### src/hdl/loopFilterPkg.sv
`default_nettype none

package loopFilterPkg;

    localparam int ERROR_W    = 8;
    localparam int EXP_W      = 5;
    localparam int TERM_W     = 32;
    localparam int APB_ADDR_W = 8;
    localparam int APB_DATA_W = 32;

    typedef logic signed [ERROR_W-1:0] errorT;
    typedef logic [EXP_W-1:0]          expT;
    typedef logic signed [TERM_W-1:0]  termT;
    typedef logic [APB_ADDR_W-1:0]     apbAddrT;
    typedef logic [APB_DATA_W-1:0]     apbDataT;

    typedef struct packed {
        logic    sel;
        logic    enable;
        logic    write;
        apbAddrT addr;
        apbDataT wdata;
    } apbReqT;

    typedef struct packed {
        logic enable;
        expT  leadExp;
        expT  lagExp;
    } loopCfgT;

    // register map.
    localparam apbAddrT CTRL_ADDR  = 8'h00;
    localparam apbAddrT LEAD_ADDR  = 8'h04;
    localparam apbAddrT LAG_ADDR   = 8'h08;
    localparam apbAddrT INTEG_ADDR = 8'h0C;

    localparam int CTRL_ENABLE_BIT = 0;
    localparam int CTRL_CLEAR_BIT  = 1;

    localparam termT TERM_MAX = 32'sh7FFF_FFFF;
    localparam termT TERM_MIN = 32'sh8000_0000;

    // signed add clamped to the term range.
    function automatic termT satAdd(input termT a, input termT b);
        logic [TERM_W:0] wide;
        wide = {a[TERM_W-1], a} + {b[TERM_W-1], b};
        // the two top bits disagree only on overflow.
        if (wide[TERM_W] != wide[TERM_W-1]) begin
            return wide[TERM_W] ? TERM_MIN : TERM_MAX;
        end
        return termT'(wide[TERM_W-1:0]);
    endfunction

endpackage

`default_nettype wire

### src/hdl/lagIntegrator.sv
`timescale 1ns/1ns
`default_nettype none

module lagIntegrator import loopFilterPkg::*; (
    input  wire logic clk,
    input  wire logic reset,
    input  wire logic clear,
    input  wire termT lagTerm,
    input  wire logic lagValid,
    output termT      integ,
    output logic      integValid
);

    termT nextInteg;

    // saturating accumulate.
    assign nextInteg = satAdd(integ, lagTerm);

    always_ff @(posedge clk) begin
        if (reset) begin
            integ      <= '0;
            integValid <= 1'b0;
        end else begin
            integValid <= lagValid;
            // clear wins over a sample arriving in the same cycle.
            if (clear) begin
                integ <= '0;
            end else if (lagValid) begin
                integ <= nextInteg;
            end
        end
    end

endmodule

`default_nettype wire

### src/hdl/loopFilter.sv
`timescale 1ns/1ns
`default_nettype none

module loopFilter import loopFilterPkg::*; (
    input  wire logic   clk,
    input  wire logic   reset,
    input  wire apbReqT apbReq,
    input  wire errorT  error,
    input  wire logic   errorValid,
    output apbDataT     prdata,
    output logic        pready,
    output logic        pslverr,
    output termT        filterOut,
    output logic        outValid
);

    loopCfgT cfg;
    logic    clearIntegrator;
    logic    sampleEn;
    termT    leadTerm;
    termT    lagTerm;
    logic    lagValid;
    termT    integ;
    logic    integValid;

    loopRegs regs (
        .clk             (clk),
        .reset           (reset),
        .apbReq          (apbReq),
        .errorValid      (errorValid),
        .integ           (integ),
        .prdata          (prdata),
        .pready          (pready),
        .pslverr         (pslverr),
        .cfg             (cfg),
        .clearIntegrator (clearIntegrator),
        .sampleEn        (sampleEn)
    );

    // lead timing follows the lag strobe, its own valid is not needed.
    loopGain leadGain (
        .clk       (clk),
        .reset     (reset),
        .clkEn     (sampleEn),
        .error     (error),
        .gainExp   (cfg.leadExp),
        .term      (leadTerm),
        .termValid ()
    );

    loopGain lagGain (
        .clk       (clk),
        .reset     (reset),
        .clkEn     (sampleEn),
        .error     (error),
        .gainExp   (cfg.lagExp),
        .term      (lagTerm),
        .termValid (lagValid)
    );

    lagIntegrator integrator (
        .clk        (clk),
        .reset      (reset),
        .clear      (clearIntegrator),
        .lagTerm    (lagTerm),
        .lagValid   (lagValid),
        .integ      (integ),
        .integValid (integValid)
    );

    loopSum sum (
        .clk        (clk),
        .reset      (reset),
        .leadTerm   (leadTerm),
        .integ      (integ),
        .integValid (integValid),
        .filterOut  (filterOut),
        .outValid   (outValid)
    );

endmodule

`default_nettype wire

### src/hdl/loopGain.sv
`timescale 1ns/1ns
`default_nettype none

module loopGain import loopFilterPkg::*; (
    input  wire logic  clk,
    input  wire logic  reset,
    input  wire logic  clkEn,
    input  wire errorT error,
    input  wire expT   gainExp,
    output termT       term,
    output logic       termValid
);

    // an exponent of 7 passes the error through unscaled.
    localparam expT UNITY_EXP = expT'(ERROR_W - 1);

    termT extError;
    termT scaled;
    termT fillMask;
    expT  rightShift;
    expT  leftShift;

    assign extError   = termT'(error);
    assign rightShift = UNITY_EXP - gainExp;
    assign leftShift  = gainExp - UNITY_EXP;

    // vacated low bits take the sign, so negative errors get ones below.
    assign fillMask = error[ERROR_W-1] ? ~({TERM_W{1'b1}} << leftShift) : '0;

    always_comb begin
        if (gainExp == '0) begin
            scaled = '0;
        end else if (gainExp <= UNITY_EXP) begin
            scaled = extError >>> rightShift;
        end else begin
            scaled = (extError <<< leftShift) | fillMask;
        end
    end

    always_ff @(posedge clk) begin
        if (reset) begin
            term      <= '0;
            termValid <= 1'b0;
        end else begin
            termValid <= clkEn;
            if (clkEn) begin
                term <= scaled;
            end
        end
    end

endmodule

`default_nettype wire

### src/hdl/loopRegs.sv
`timescale 1ns/1ns
`default_nettype none

module loopRegs import loopFilterPkg::*; (
    input  wire logic    clk,
    input  wire logic    reset,
    input  wire apbReqT  apbReq,
    input  wire logic    errorValid,
    input  wire termT    integ,
    output apbDataT      prdata,
    output logic         pready,
    output logic         pslverr,
    output loopCfgT      cfg,
    output logic         clearIntegrator,
    output logic         sampleEn
);

    logic access;
    logic mapped;
    logic writeOk;

    // access phase of a transfer.
    assign access = apbReq.sel & apbReq.enable;

    always_comb begin
        case (apbReq.addr)
            CTRL_ADDR, LEAD_ADDR, LAG_ADDR, INTEG_ADDR: mapped = 1'b1;
            default:                                    mapped = 1'b0;
        endcase
    end

    // integrator readback is not writable.
    assign pslverr = access & (~mapped | (apbReq.write & (apbReq.addr == INTEG_ADDR)));
    assign writeOk = access & apbReq.write & ~pslverr;

    // no wait states.
    assign pready = 1'b1;

    always_comb begin
        case (apbReq.addr)
            CTRL_ADDR:  prdata = apbDataT'(cfg.enable);
            LEAD_ADDR:  prdata = apbDataT'(cfg.leadExp);
            LAG_ADDR:   prdata = apbDataT'(cfg.lagExp);
            INTEG_ADDR: prdata = apbDataT'(integ);
            default:    prdata = '0;
        endcase
    end

    always_ff @(posedge clk) begin
        if (reset) begin
            cfg             <= '0;
            clearIntegrator <= 1'b0;
        end else begin
            // clear is a pulse, it drops on its own.
            clearIntegrator <= writeOk & (apbReq.addr == CTRL_ADDR)
                             & apbReq.wdata[CTRL_CLEAR_BIT];
            if (writeOk) begin
                case (apbReq.addr)
                    CTRL_ADDR: begin
                        cfg.enable <= apbReq.wdata[CTRL_ENABLE_BIT];
                    end
                    LEAD_ADDR: begin
                        cfg.leadExp <= apbReq.wdata[EXP_W-1:0];
                    end
                    LAG_ADDR: begin
                        cfg.lagExp <= apbReq.wdata[EXP_W-1:0];
                    end
                    default: begin
                    end
                endcase
            end
        end
    end

    // samples are ignored while the loop is disabled.
    assign sampleEn = errorValid & cfg.enable;

endmodule

`default_nettype wire

### src/hdl/loopSum.sv
`timescale 1ns/1ns
`default_nettype none

module loopSum import loopFilterPkg::*; (
    input  wire logic clk,
    input  wire logic reset,
    input  wire termT leadTerm,
    input  wire termT integ,
    input  wire logic integValid,
    output termT      filterOut,
    output logic      outValid
);

    termT leadDelay;

    // one stage so the lead term meets the integrator of the same sample.
    always_ff @(posedge clk) begin
        leadDelay <= leadTerm;
    end

    always_ff @(posedge clk) begin
        if (reset) begin
            filterOut <= '0;
            outValid  <= 1'b0;
        end else begin
            outValid <= integValid;
            if (integValid) begin
                filterOut <= satAdd(leadDelay, integ);
            end
        end
    end

endmodule

`default_nettype wire

### config.mk
export PLATFORM = sky130hd
export DESIGN_NAME = loopFilter
export DESIGN_NICKNAME = d
export VERILOG_FILES = /design/src/hdl/loopFilterPkg.sv /design/src/hdl/lagIntegrator.sv /design/src/hdl/loopFilter.sv /design/src/hdl/loopGain.sv /design/src/hdl/loopRegs.sv /design/src/hdl/loopSum.sv
export SDC_FILE = /design/constraint.sdc
export NUM_CORES = 1
export LEC_CHECK = 0
export BUFFER_PORTS_ARGS = -buffer_cell sky130_fd_sc_hd__buf_2
export CAP_MARGIN = 20
export CELL_PAD_IN_SITES_DETAIL_PLACEMENT = 1
export CELL_PAD_IN_SITES_GLOBAL_PLACEMENT = 2
export CORE_UTILIZATION = 38
export CTS_CLUSTER_SIZE = 30
export DETAILED_ROUTE_END_ITERATION = 10
export GPL_TIMING_DRIVEN = 0
export PLACE_DENSITY = 0.89
export SYNTH_ARGS = -nofsm -noshare
export SYNTH_HDL_FRONTEND = slang
export SYNTH_HIERARCHICAL = 1
export SYNTH_SLANG_ARGS = --single-unit
### constraint.sdc
create_clock -name clk -period 3.6 [get_ports clk]
set_input_delay 0.36 -clock clk [delete_from_list [all_inputs] [get_ports clk]]
set_output_delay 0.36 -clock clk [all_outputs]
set_load 0.01 [all_outputs]
## Yosys cells after proc, flatten, opt, wreduce, memory -nomap -nowiden

Index checks and enable logic that the tools add are counted.

- Flip-flop bits (word level): 175
- Latch bits: 0
- Memory bits (writable): 0
- Bits in read-only memories: 0
- Input bits: 54
- Output and inout bits: 67
- Word-level logic and storage cells: 72
- Memories kept: 0

- Add/subtract/negate cells: 6
- Multipliers: 0
- Divide/modulo/power cells: 0
- Order comparisons: 2
- Equal/unequal tests: 5
- Shift operators: 6
- Mux-type cells: 18
- Bitwise operators: 15
- Reduce and logical (&&, ||, !) cells: 8

Operator list:

| cell | count |
|---|---|
| $mux W32 | 12 |
| $pmux W32 S4 | 1 |
| $add A32 B32 Y33 | 2 |
| $not A32 Y32 | 2 |
| $or A32 B32 Y32 | 2 |
| $shl A32 B5 Y32 const A | 2 |
| $sshl A8 B5 Y32 | 2 |
| $sshr A8 B5 Y32 | 2 |
| $eq A8 B4 Y1 const B | 2 |
| $le A5 B3 Y1 const B | 2 |
| $logic_not A5 Y1 | 2 |
| $sub A3 B5 Y5 const A | 2 |
| $sub A5 B3 Y5 const B | 2 |
| $and A1 B1 Y1 | 8 |
| $eq A8 B3 Y1 const B | 1 |
| $logic_not A8 Y1 | 1 |
| $reduce_and A2 Y1 | 3 |
| $mux W1 | 5 |
| $reduce_or A4 Y1 | 1 |
| $ne A1 B1 Y1 | 2 |
| $not A1 Y1 | 2 |
| $reduce_or A2 Y1 | 1 |
| $or A1 B1 Y1 | 1 |

## Logic depth before layout (Yosys ltp)

Gate-level depths: netlist of the first run.

- Depth after elaboration: 10
- Depth in mapped cells: 13
- Depth with buffers taken out: 13

## Modules after synthesis

The synthesis of the first run kept the hierarchy.

By module, submodules not included:

| module | instances | cells an instance | area an instance (µm²) | sequential area each (µm²) |
|---|---|---|---|---|
| loopSum | 1 | 419 | 3986.3 | 1301.2 |
| lagIntegrator | 1 | 434 | 3563.4 | 660.6 |
| loopGain at lagGain | 1 | 378 | 2980.4 | 660.6 |
| loopGain at leadGain | 1 | 367 | 2932.8 | 660.6 |
| loopRegs | 1 | 108 | 903.4 | 240.2 |

## Worst setup path after synthesis of the first run

Ideal clock, no wire load.

- Path kind: reg-to-reg
- Start: reg integrator.integ[0]
- End: reg sum.filterOut[2]
- Library setup time: 0.081 ns
- Arrival: 2.945 ns
- Data required time: 3.519 ns
- Setup slack: 0.573 ns
- Cell stages (with the launch flop): 14
- Path buffers: 1
- Clock period less this slack: 3.027 ns
- Cell sequence: dfxtp_1 > ha_1 > inv_1 > fa_1 > nor2b_1 > o31a_1 > o31ai_1 > a2111oi_2 > o32ai_2 > o31ai_1 > o21ai_1 > buf_2 > maj3_1 > a211oi_2

- Longest elaborated chain between the ends: 6
- Elaborated cells between the ends (all ways): 8
- Classes of those cells: add/sub: 1; eq/ne: 1; mux: 6

RTL lines:

| what | line | RTL |
|---|---|---|
| from (decl) | lagIntegrator.sv:10 | `output termT integ,` |
| from (signal assigned) | lagIntegrator.sv:29 | `integ <= nextInteg;` |
| $add A32 B32 Y33 (*) | loopFilterPkg.sv:46 | `wide = {a[TERM_W-1], a} + {b[TERM_W-1], b};` |
| $ne A1 B1 Y1 | loopFilterPkg.sv:48 | `if (wide[TERM_W] != wide[TERM_W-1]) begin` |
| $mux W1 | loopFilterPkg.sv:48 |  |
| $mux W1 | loopSum.sv:27 | `if (integValid) begin` |
| $mux W1 | loopSum.sv:22 | `if (reset) begin` |
| $mux W32 (*) | loopFilterPkg.sv:51 | `return termT'(wide[TERM_W-1:0]);` |
| to (signal assigned) | loopSum.sv:28 | `filterOut <= satAdd(leadDelay, integ);` |
| to (decl) | loopSum.sv:10 | `output termT filterOut,` |

Every way passes the cells marked *; elsewhere a longest branch is shown, timed or not. The select of a mux whose other input is x is not followed.
A chain may end at the register's enable or synchronous reset.

## Worst setup path after layout of the first run

- Start: reg integrator.integ[5]
- End: reg sum.filterOut[22]

The elaborated chain is that of the path after synthesis.

==> results of run 1 <==
## report_power, final
part	switching, uW	total [uW]	internal (uW)	leakage (uW)
Clock	971	1990	1020	0.000307
Sequential	0.196	1930	1930	0.00141
Combinational	155	224	68.8	0.00438
## layout make-up
type	instances	area (sq um)
clock inverter	15	203
fill	4468	20700
tap	504	631
sequential	175	3510
inverter	46	173
clock buffer	17	425
timing repair buffer	94	478
buffer	122	722
multi-input combinational	1362	10000
## cells in the final DEF, fill, tap and decap left out, drive strengths merged, types with 30 or more instances in the layout
| cell | count |
|---|---|
| dfxtp | 175 |
| buf | 159 |
| a21oi | 153 |
| nor2 | 128 |
| o21ai | 123 |
| nand2 | 116 |
| ha | 82 |
| clkbuf | 70 |
| a211oi | 62 |
| maj3 | 55 |
| inv | 54 |
| nand2b | 48 |
| and2 | 41 |
| mux2i | 40 |
| xnor2 | 37 |
| nand3 | 35 |
| nor3 | 30 |
## routing by layer
metal / vias up / global-route usage (%) / wire [um]
met3: 51 / 3.39 / 2940
met4: 2 / 7.12 / 907
met1: 6925 / 38.3 / 24700
met5: - / 0 / 13
met2: 450 / 43.7 / 23700
li1: 6577 / - / -
## state kept, by name, indices dropped and copies added, names as in the netlist
name,flops
integrator/integ,32
leadGain/term,32
regs/clearIntegrator,1
sum/leadDelay,32
sum/outValid,1
integrator/integValid,1
sum/filterOut,32
regs/cfg,11
lagGain/term,32
lagGain/termValid,1
## worst register-to-register path: cells and delay by family, from the launching register on
kind                       cells  cell delay, ps
AOI/OAI and AO/OA              8            1770
DFF                            1             530
buffers and inverters          1             170
and+or+nand+nor                1             260
adders and majority gates      2             660
## stage by stage
| step | setup TNS, ps | cells |
|---|---|---|
| after floorplan | 0 | 1705 |
| after global placement | -3840 | 2299 |
| after detailed placement | -4430 | 2299 |
| after CTS | 0 | 2334 |
| after global routing | 0 | 2335 |
| final | 0 | 2335 |
## worst max path at each step
| stage | start | to | slack [ps] |
|---|---|---|---|
| after floorplan | integrator/integ[0] | sum/filterOut[2] | 570 |
| after global placement | integrator/integ[0] | sum/filterOut[30] | -200 |
| after detailed placement | integrator/integ[0] | sum/filterOut[2] | -220 |
| after CTS | integrator/integ[0] | sum/filterOut[22] | 20 |
| after global routing | integrator/integ[3] | sum/filterOut[25] | 30 |
| final | integrator/integ[5] | sum/filterOut[22] | 140 |
## what timing repair did
item | CTS | global route
hold endpoints to repair | 0 | 0
hold buffers | 0 | 0
cloned | 0 | 0
gates resized for setup | 7 | 7
pin swaps | 3 | 2
endpoints found under the setup margin | 31 | 39
setup buffers | 3 | 0
==> metrics, run 1 <==
fin crit share=~96%; Synth Warn #=6; Placed Area=15400 sq um; DRT Wirelength=52300 um; Crit path max-delay family=compound AO/OA/AOI/OAI gates; Crit Path Category=register to register; min-delay src=apbReq[4]; Core Util, Final=43.8%; clk sinks=175; slowest cell delay on critical path=530 ps; die area=38500 sq um; core region area=36900 sq um; crit path launch type=register; fin nets=around 2.0k; share of layout cells above drive strength 1=21.1%; Detail Placement HPWL=about 41000 um; Finish-stage setup viols=0; Slew HR=32.9%; Final Critical Period=3460 ps; Worst Path Required=3970 ps; Design Area, Final=16100 sq um; stages on the worst setup path=12; routability congestion estimate=just over 0.9; detailed-route wire length per cell=22.4 um; maximum VDD drop=0.290 mV; TritonCTS buffer count=17; status=finished, final reports clean; clk_skew=24.3 ps; clock latency at the later pin of the worst-skew pair=between 400 and 500 ps; post-synth net total=1843; measured slew at the worst slew-check pin=1000 ps; CP Cell Sequence=ha_1, a21oi_1, o21ai_1, and3_1, a2111oi_4, o21ai_4, a31oi_2, o21a_1, o311a_4, buf_6, maj3_2, a211oi_2; reg-to-reg startpoint=integrator/integ[5]; num rows=70; dpl ws=-216 ps; final hold slack=232 ps; # Max-Cap Violations=0; Buf/Inv on CP=1; vias in the first global route=13.9k; Worst-path clk slew=80 ps; first-pass GRT wire length=81900 um; Die X=196 um; Die Y=between 150 and 200 um; GRT Total Usage=27.2%; n_diodes=0; unrepaired setup endpoints after global routing=false; Final Worst Setup Slack=142 ps; CP arrival=3820 ps; f_max=289 MHz; Reg2Reg Capture Point=sum/filterOut[22]; htree depth=4; GRT overflow=0; Initial Util=38.9%; post-DR vias/cell=6.00; worst-path cell with the longest stage delay=dfxtp_1; R2R setup slack=140 ps; Avg Synthesized Cell Area=about 8.4 sq um; Worst Path Max Fanout=10; TritonCTS clock tree=done; R2R depth=12; Clk Tree Root Cell=clkbuf_16; Detailed Route Iter0 Violations=between 1k and 1.5k; initial antenna violation count=3; synthesized cell area=14300 sq um; clock buffer depth=2; hold crit path type=primary input to register; largest net degree at the start of global routing=21; via count=14.0k; DR DRC count=0; ANT nets after route=0; quantity of I/O buffers inserted on ports=90; Worst Hold Path EP=regs/cfg[9]; DRT Pass-1 Iters=5; Hold Path Stages=3; static leakage=0.00609 uW; Area Growth Syn to Fin=12.5%; fin. max-slew vios=0; Overall Power=4150 uW; Worst setup EP type=register; PwrDens=~260 nW/um^2; Top Ports=121; final hold vios=0; cell count after synthesis=between 1.5k and 2k
No activity file was read; power rests on OpenSTA's default activity.
==> run 2, diff against run 1 <==
--- a/config.mk
+++ b/config.mk
@@ -5,11 +5,12 @@
 export SDC_FILE = /design/constraint.sdc
 export NUM_CORES = 1
 export LEC_CHECK = 0
+export ABC_AREA = 1
 export BUFFER_PORTS_ARGS = -buffer_cell sky130_fd_sc_hd__buf_2
 export CAP_MARGIN = 20
 export CELL_PAD_IN_SITES_DETAIL_PLACEMENT = 1
 export CELL_PAD_IN_SITES_GLOBAL_PLACEMENT = 2
-export CORE_UTILIZATION = 38
+export CORE_UTILIZATION = 33
 export CTS_CLUSTER_SIZE = 30
 export DETAILED_ROUTE_END_ITERATION = 10
 export GPL_TIMING_DRIVEN = 0
==> metrics, run 2 <==
Die X=around 210 um; Worst Path Required=3980 ps; Worst Path Max Fanout=4; # Max-Cap Violations=0; Detailed Route Iter0 Violations=880; crit path launch type=register; num rows=76; Clk pwr share=48.3%; GRT Total Usage=roughly a quarter; Logic pwr share=5.0%; DRT Wirelength=54900 um; clk sinks=around 180; via count=about 16k; Finish-stage setup viols=0; Clk Tree Root Cell=clkbuf_16; post-DR vias/cell=5.00; core region area=43300 sq um; Core Util, Final=between 30% and 40%; clock latency at the later pin of the worst-skew pair=450 ps; CTS hold repair buffers=0; Post-CTS Setup Bufs=0; Top Ports=approximately 120; clock buffer depth=2; quantity of I/O buffers inserted on ports=92; Synth Warn #=6; DR DRC count=0; f_max=330 MHz; Int Pwr=approximately 3000 uW; total negative setup slack=0 ps; Area Growth Syn to Fin=12.6%; routability congestion estimate=0.924; register share of total power=between 40% and 50%; most frequent cells in the layout=nand2_1 (889), inv_1 (246), a21oi_1 (213); commonest non-fill, non-tap cell in the layout=nand2_1; post-synth net total=2554; first-pass GRT wire length=between 80000 and 90000 um; switching power=1130 uW; cell count after synthesis=between 2k and 2.5k; PwrDens=about 250 nW/um^2; fin crit share=84.1%; fin. max-slew vios=0; n_diodes=0; TritonCTS buffer count=17; CTS resizes=0; Die Y=~210 um; Avg Synthesized Cell Area=6.01 sq um; CP arrival=3410 ps; ANT nets after route=0; DRT Pass-1 Iters=5; share of layout cells above drive strength 1=11.3%; Final Critical Period=3030 ps; clk_skew=15.5 ps; fin nets=around 2.7k; vias in the first global route=16.0k; largest net degree at the start of global routing=21; measured slew at the worst slew-check pin=690 ps; detailed-route wire length per cell=17.6 um; die area=around 45000 sq um; hold crit path type=primary input to register; Sw Share=27.3%; htree depth=4; maximum VDD drop=0.297 mV; final hold vios=0; Slew HR=53.5%; TritonCTS clock tree=done; synthesized cell area=14500 sq um; initial antenna violation count=0; GRT overflow=0; Worst-path clk slew=80 ps; Detail Placement HPWL=about 46000 um; static leakage=0.00799 uW; unrepaired setup endpoints after global routing=false; Initial Util=33.5%; Worst setup EP type=register; status=finished, final reports clean; Crit Path Category=register to register
-- run 2: final cells by class --
type	count	area [sq um]
plain buffers	83	598
well taps	585	732
repair buffers	92	460
multi-input cells	1895	9420
flip-flops and latches	175	3500
fillers	5852	26900
inverters	263	987
clock buffers	17	425
clock inverters	15	210
-- run 2: power groups by stage --
stage / sequential (uW) / combinational, uW / clock [uW]
after floorplan: 1980 / 120 / 0
after global routing: 1930 / 229 / 2130
after detailed placement: 1980 / 202 / 0
final: 1930 / 207 / 2000
after global placement: 1980 / 199 / 0
after CTS: 1930 / 203 / 2050
-- run 2: routing by layer --
metal / vias to the layer above / wire, um / track usage [%]
li1: 7944 / - / -
met1: 7401 / 27000 / 34.6
met2: 244 / 25200 / 41.7
met5: - / 0 / 0
met3: 42 / 1840 / 2.36
met4: 0 / 947 / 5.85
-- run 2: through the flow --
| stage | setup WS (ps) | total power [uW] | instances | hold WS [ps] | cell area, sq um |
|---|---|---|---|---|---|
| global route | 342 | 4300 | 3125 | 172 | 16300 |
| detailed placement | 620 | 2180 | 3093 | 339 | 15700 |
| CTS | 579 | 4180 | 3125 | 159 | 16300 |
| floorplan | 1440 | 2100 | 2416 | 331 | 14500 |
| finish | 572 | 4140 | 3125 | 189 | 16300 |
| global placement | 655 | 2180 | 3093 | 334 | 15700 |
-- run 2: worst max-delay path, cell delays in order, from the launching register on --
cell and delay (ps):
dfxtp_1 490, ha_1 220, inv_1 50, fa_1 410, inv_1 120, nand2_1 60, nand2_1 100, nand2_1 90
o21ai_0 560, nand2_1 120, nand2_1 150, nand3b_1 150, nand2_1 110, nand2_1 50, nand2_1 100, nand2_1 60
a21oi_1 130
-- run 2: worst paths after layout --
path,startpoint,end,slack (ps),cells after the start
worst max-delay path,integrator/integ[0],sum/filterOut[30],570,16
worst min-delay path,apbReq[2],regs/cfg[2],190,3
worst max register to register,integrator/integ[0],sum/filterOut[30],570,16
worst min register to register,leadGain/term[9],sum/leadDelay[9],350,0
==> run 3, diff against run 2 <==
--- a/config.mk
+++ b/config.mk
@@ -5,12 +5,12 @@
 export SDC_FILE = /design/constraint.sdc
 export NUM_CORES = 1
 export LEC_CHECK = 0
-export ABC_AREA = 1
+export ABC_AREA = 0
 export BUFFER_PORTS_ARGS = -buffer_cell sky130_fd_sc_hd__buf_2
 export CAP_MARGIN = 20
 export CELL_PAD_IN_SITES_DETAIL_PLACEMENT = 1
 export CELL_PAD_IN_SITES_GLOBAL_PLACEMENT = 2
-export CORE_UTILIZATION = 33
+export CORE_UTILIZATION = 38
 export CTS_CLUSTER_SIZE = 30
 export DETAILED_ROUTE_END_ITERATION = 10
 export GPL_TIMING_DRIVEN = 0
==> constraint.sdc (replaced) <==
create_clock -name clk -period 2.9 [get_ports clk]
set_input_delay 0.29 -clock clk [delete_from_list [all_inputs] [get_ports clk]]
set_output_delay 0.29 -clock clk [all_outputs]
set_load 0.01 [all_outputs]
==> metrics, run 3 (same netlist as run 1, synthesis figures left out) <==
PwrDens=299 nW/um^2; final hold slack=159 ps; core region area=36900 sq um; Crit Path Category=register to register; Worst Path Max Fanout=7; CP arrival=3540 ps; Detail Placement HPWL=41300 um; Overall Power=~5100 uW; Worst-path clk slew=70 ps; Crit path max-delay family=compound AO/OA/AOI/OAI gates; dpl ws=-869 ps; routability congestion estimate=slightly above 0.9; DR DRC count=0; detailed-route wire length per cell=23.2 um; initial antenna violation count=1; Worst setup EP type=register; hold crit path type=primary input to register; crit path launch type=register; clk_skew=17.3 ps; num rows=70; maximum VDD drop=approximately 0.38 mV; vias in the first global route=14.2k; worst-path cell with the longest stage delay=a2111oi_4; via count=14.3k; Buf/Inv on CP=2; DP Cell Count=2299; reg-to-reg startpoint=integrator/integ[0]; quantity of I/O buffers inserted on ports=90; commonest non-fill, non-tap cell in the layout=dfxtp_1; first-pass GRT wire length=83900 um; Slew HR=41.7%; min-delay src=apbReq[4]; DRT Wirelength=55200 um; final hold vios=0; Post-Layout Cell Count=2376; unrepaired setup endpoints after global routing=true; post-DR vias/cell=6.02; most frequent cells in the layout=dfxtp_1 (150), nor2_1 (126), a21oi_1 (116); Worst Path Required=3270 ps; Initial Util=38.9%; CTS hold repair buffers=0; largest net degree at the start of global routing=19; static leakage=0.00640 uW; GRT overflow=0; R2R setup slack=-260 ps; f_max=316 MHz; Hold Path Stages=3; Die Y=196 um; Die X=~200 um; status=finished, violations left; Area Growth Syn to Fin=19.5%; Final Worst Setup Slack=-264 ps; share of layout cells above drive strength 1=28.2%; Worst Hold Path EP=regs/cfg[9]; failing checks=negative setup slack; slowest cell delay on critical path=430 ps; most frequent CP cell=o31ai_4; htree depth=4; TritonCTS buffer count=17; DRT Pass-1 Iters=5; Finish-stage setup viols=55; die area=38500 sq um; TritonCTS clock tree=done; fin. max-slew vios=0; Clk Tree Root Cell=clkbuf_16; Reg2Reg Capture Point=sum/filterOut[11]; # Max-Cap Violations=0; R2R depth=13; clock buffer depth=2; CP Cell Sequence=ha_4, inv_2, fa_2, nor2b_2, o31a_1, o31ai_4, a2111oi_4, o32ai_4, o31ai_4, o21ai_4, buf_4, maj3_2, a211oi_2; clock latency at the later pin of the worst-skew pair=460 ps; measured slew at the worst slew-check pin=~870 ps; crit path launch=integrator/integ[0]; Detailed Route Iter0 Violations=1180; fin crit share=109%; Top Ports=121; GRT Total Usage=28.1%; Final Critical Period=between 3000 and 4000 ps; clk sinks=175; fin nets=between 1.5k and 2k; ANT nets after route=0
[run 3: how the worst max path moves through the flow]
| stage | cells after the start | slack, ps | end |
|---|---|---|---|
| floorplan | 13 | -10 | sum/filterOut[10] |
| global placement | 12 | -750 | sum/filterOut[9] |
| detailed placement | 12 | -870 | sum/filterOut[4] |
| CTS | 13 | -270 | sum/filterOut[4] |
| global route | 13 | -410 | sum/filterOut[0] |
| finish | 13 | -260 | sum/filterOut[11] |
[run 3: stage by stage]
stage / setup TNS (ps) / instance area (sq um) / util, %
floorplan: -248 / 14400 / -
global placement: -40100 / 15500 / 41.9
detailed placement: -47190 / 15500 / 41.9
CTS: -9970 / 16700 / 45.3
global route: -15570 / 17100 / 46.5
finish: -9150 / 17100 / 46.5
[run 3: what timing repair did]
action,in CTS,in global routing
cloned,3,4
pin swaps,65,53
endpoints found under the setup margin,126,112
buffers inserted,24,16
resized for setup,105,78
[run 3: where the power goes]
| group | switching (uW) | internal (uW) | total (uW) | leakage, uW |
|---|---|---|---|---|
| Combinational | 202 | 89.6 | 291 | 0.00468 |
| Sequential | 0.255 | 2400 | 2400 | 0.00142 |
| Clock | 1170 | 1260 | 2440 | 0.000301 |
| Total | 1380 | 3750 | 5120 | 0.00640 |
[run 3: final cells by class]
class	instances	area, sq um
Antenna cell	1	2.50
Buffer	119	777
Clock buffer	18	439
Clock inverter	14	168
Fill cell	4389	19700
Inverter	46	179
Multi-Input combinational cell	1362	10500
Sequential cell	175	3550
Tap cell	504	631
Timing Repair Buffer	137	923
[run 3: worst reg2reg max path: cells and delay by family, from the launching register on]
kind,cells,cell delay [ps]
fa+ha+maj,3,780
compound gates,7,1560
buf+inv,2,230
simple gates,1,140
flops,1,390
[run 3: layer usage]
layer	part of all wire [%]	vias up	GRT usage, %
li1	-	6666	-
met1	47	7074	38.7
met2	45	469	44.8
met3	5.1	84	4.23
met4	2.4	0	8.85
met5	0	-	0
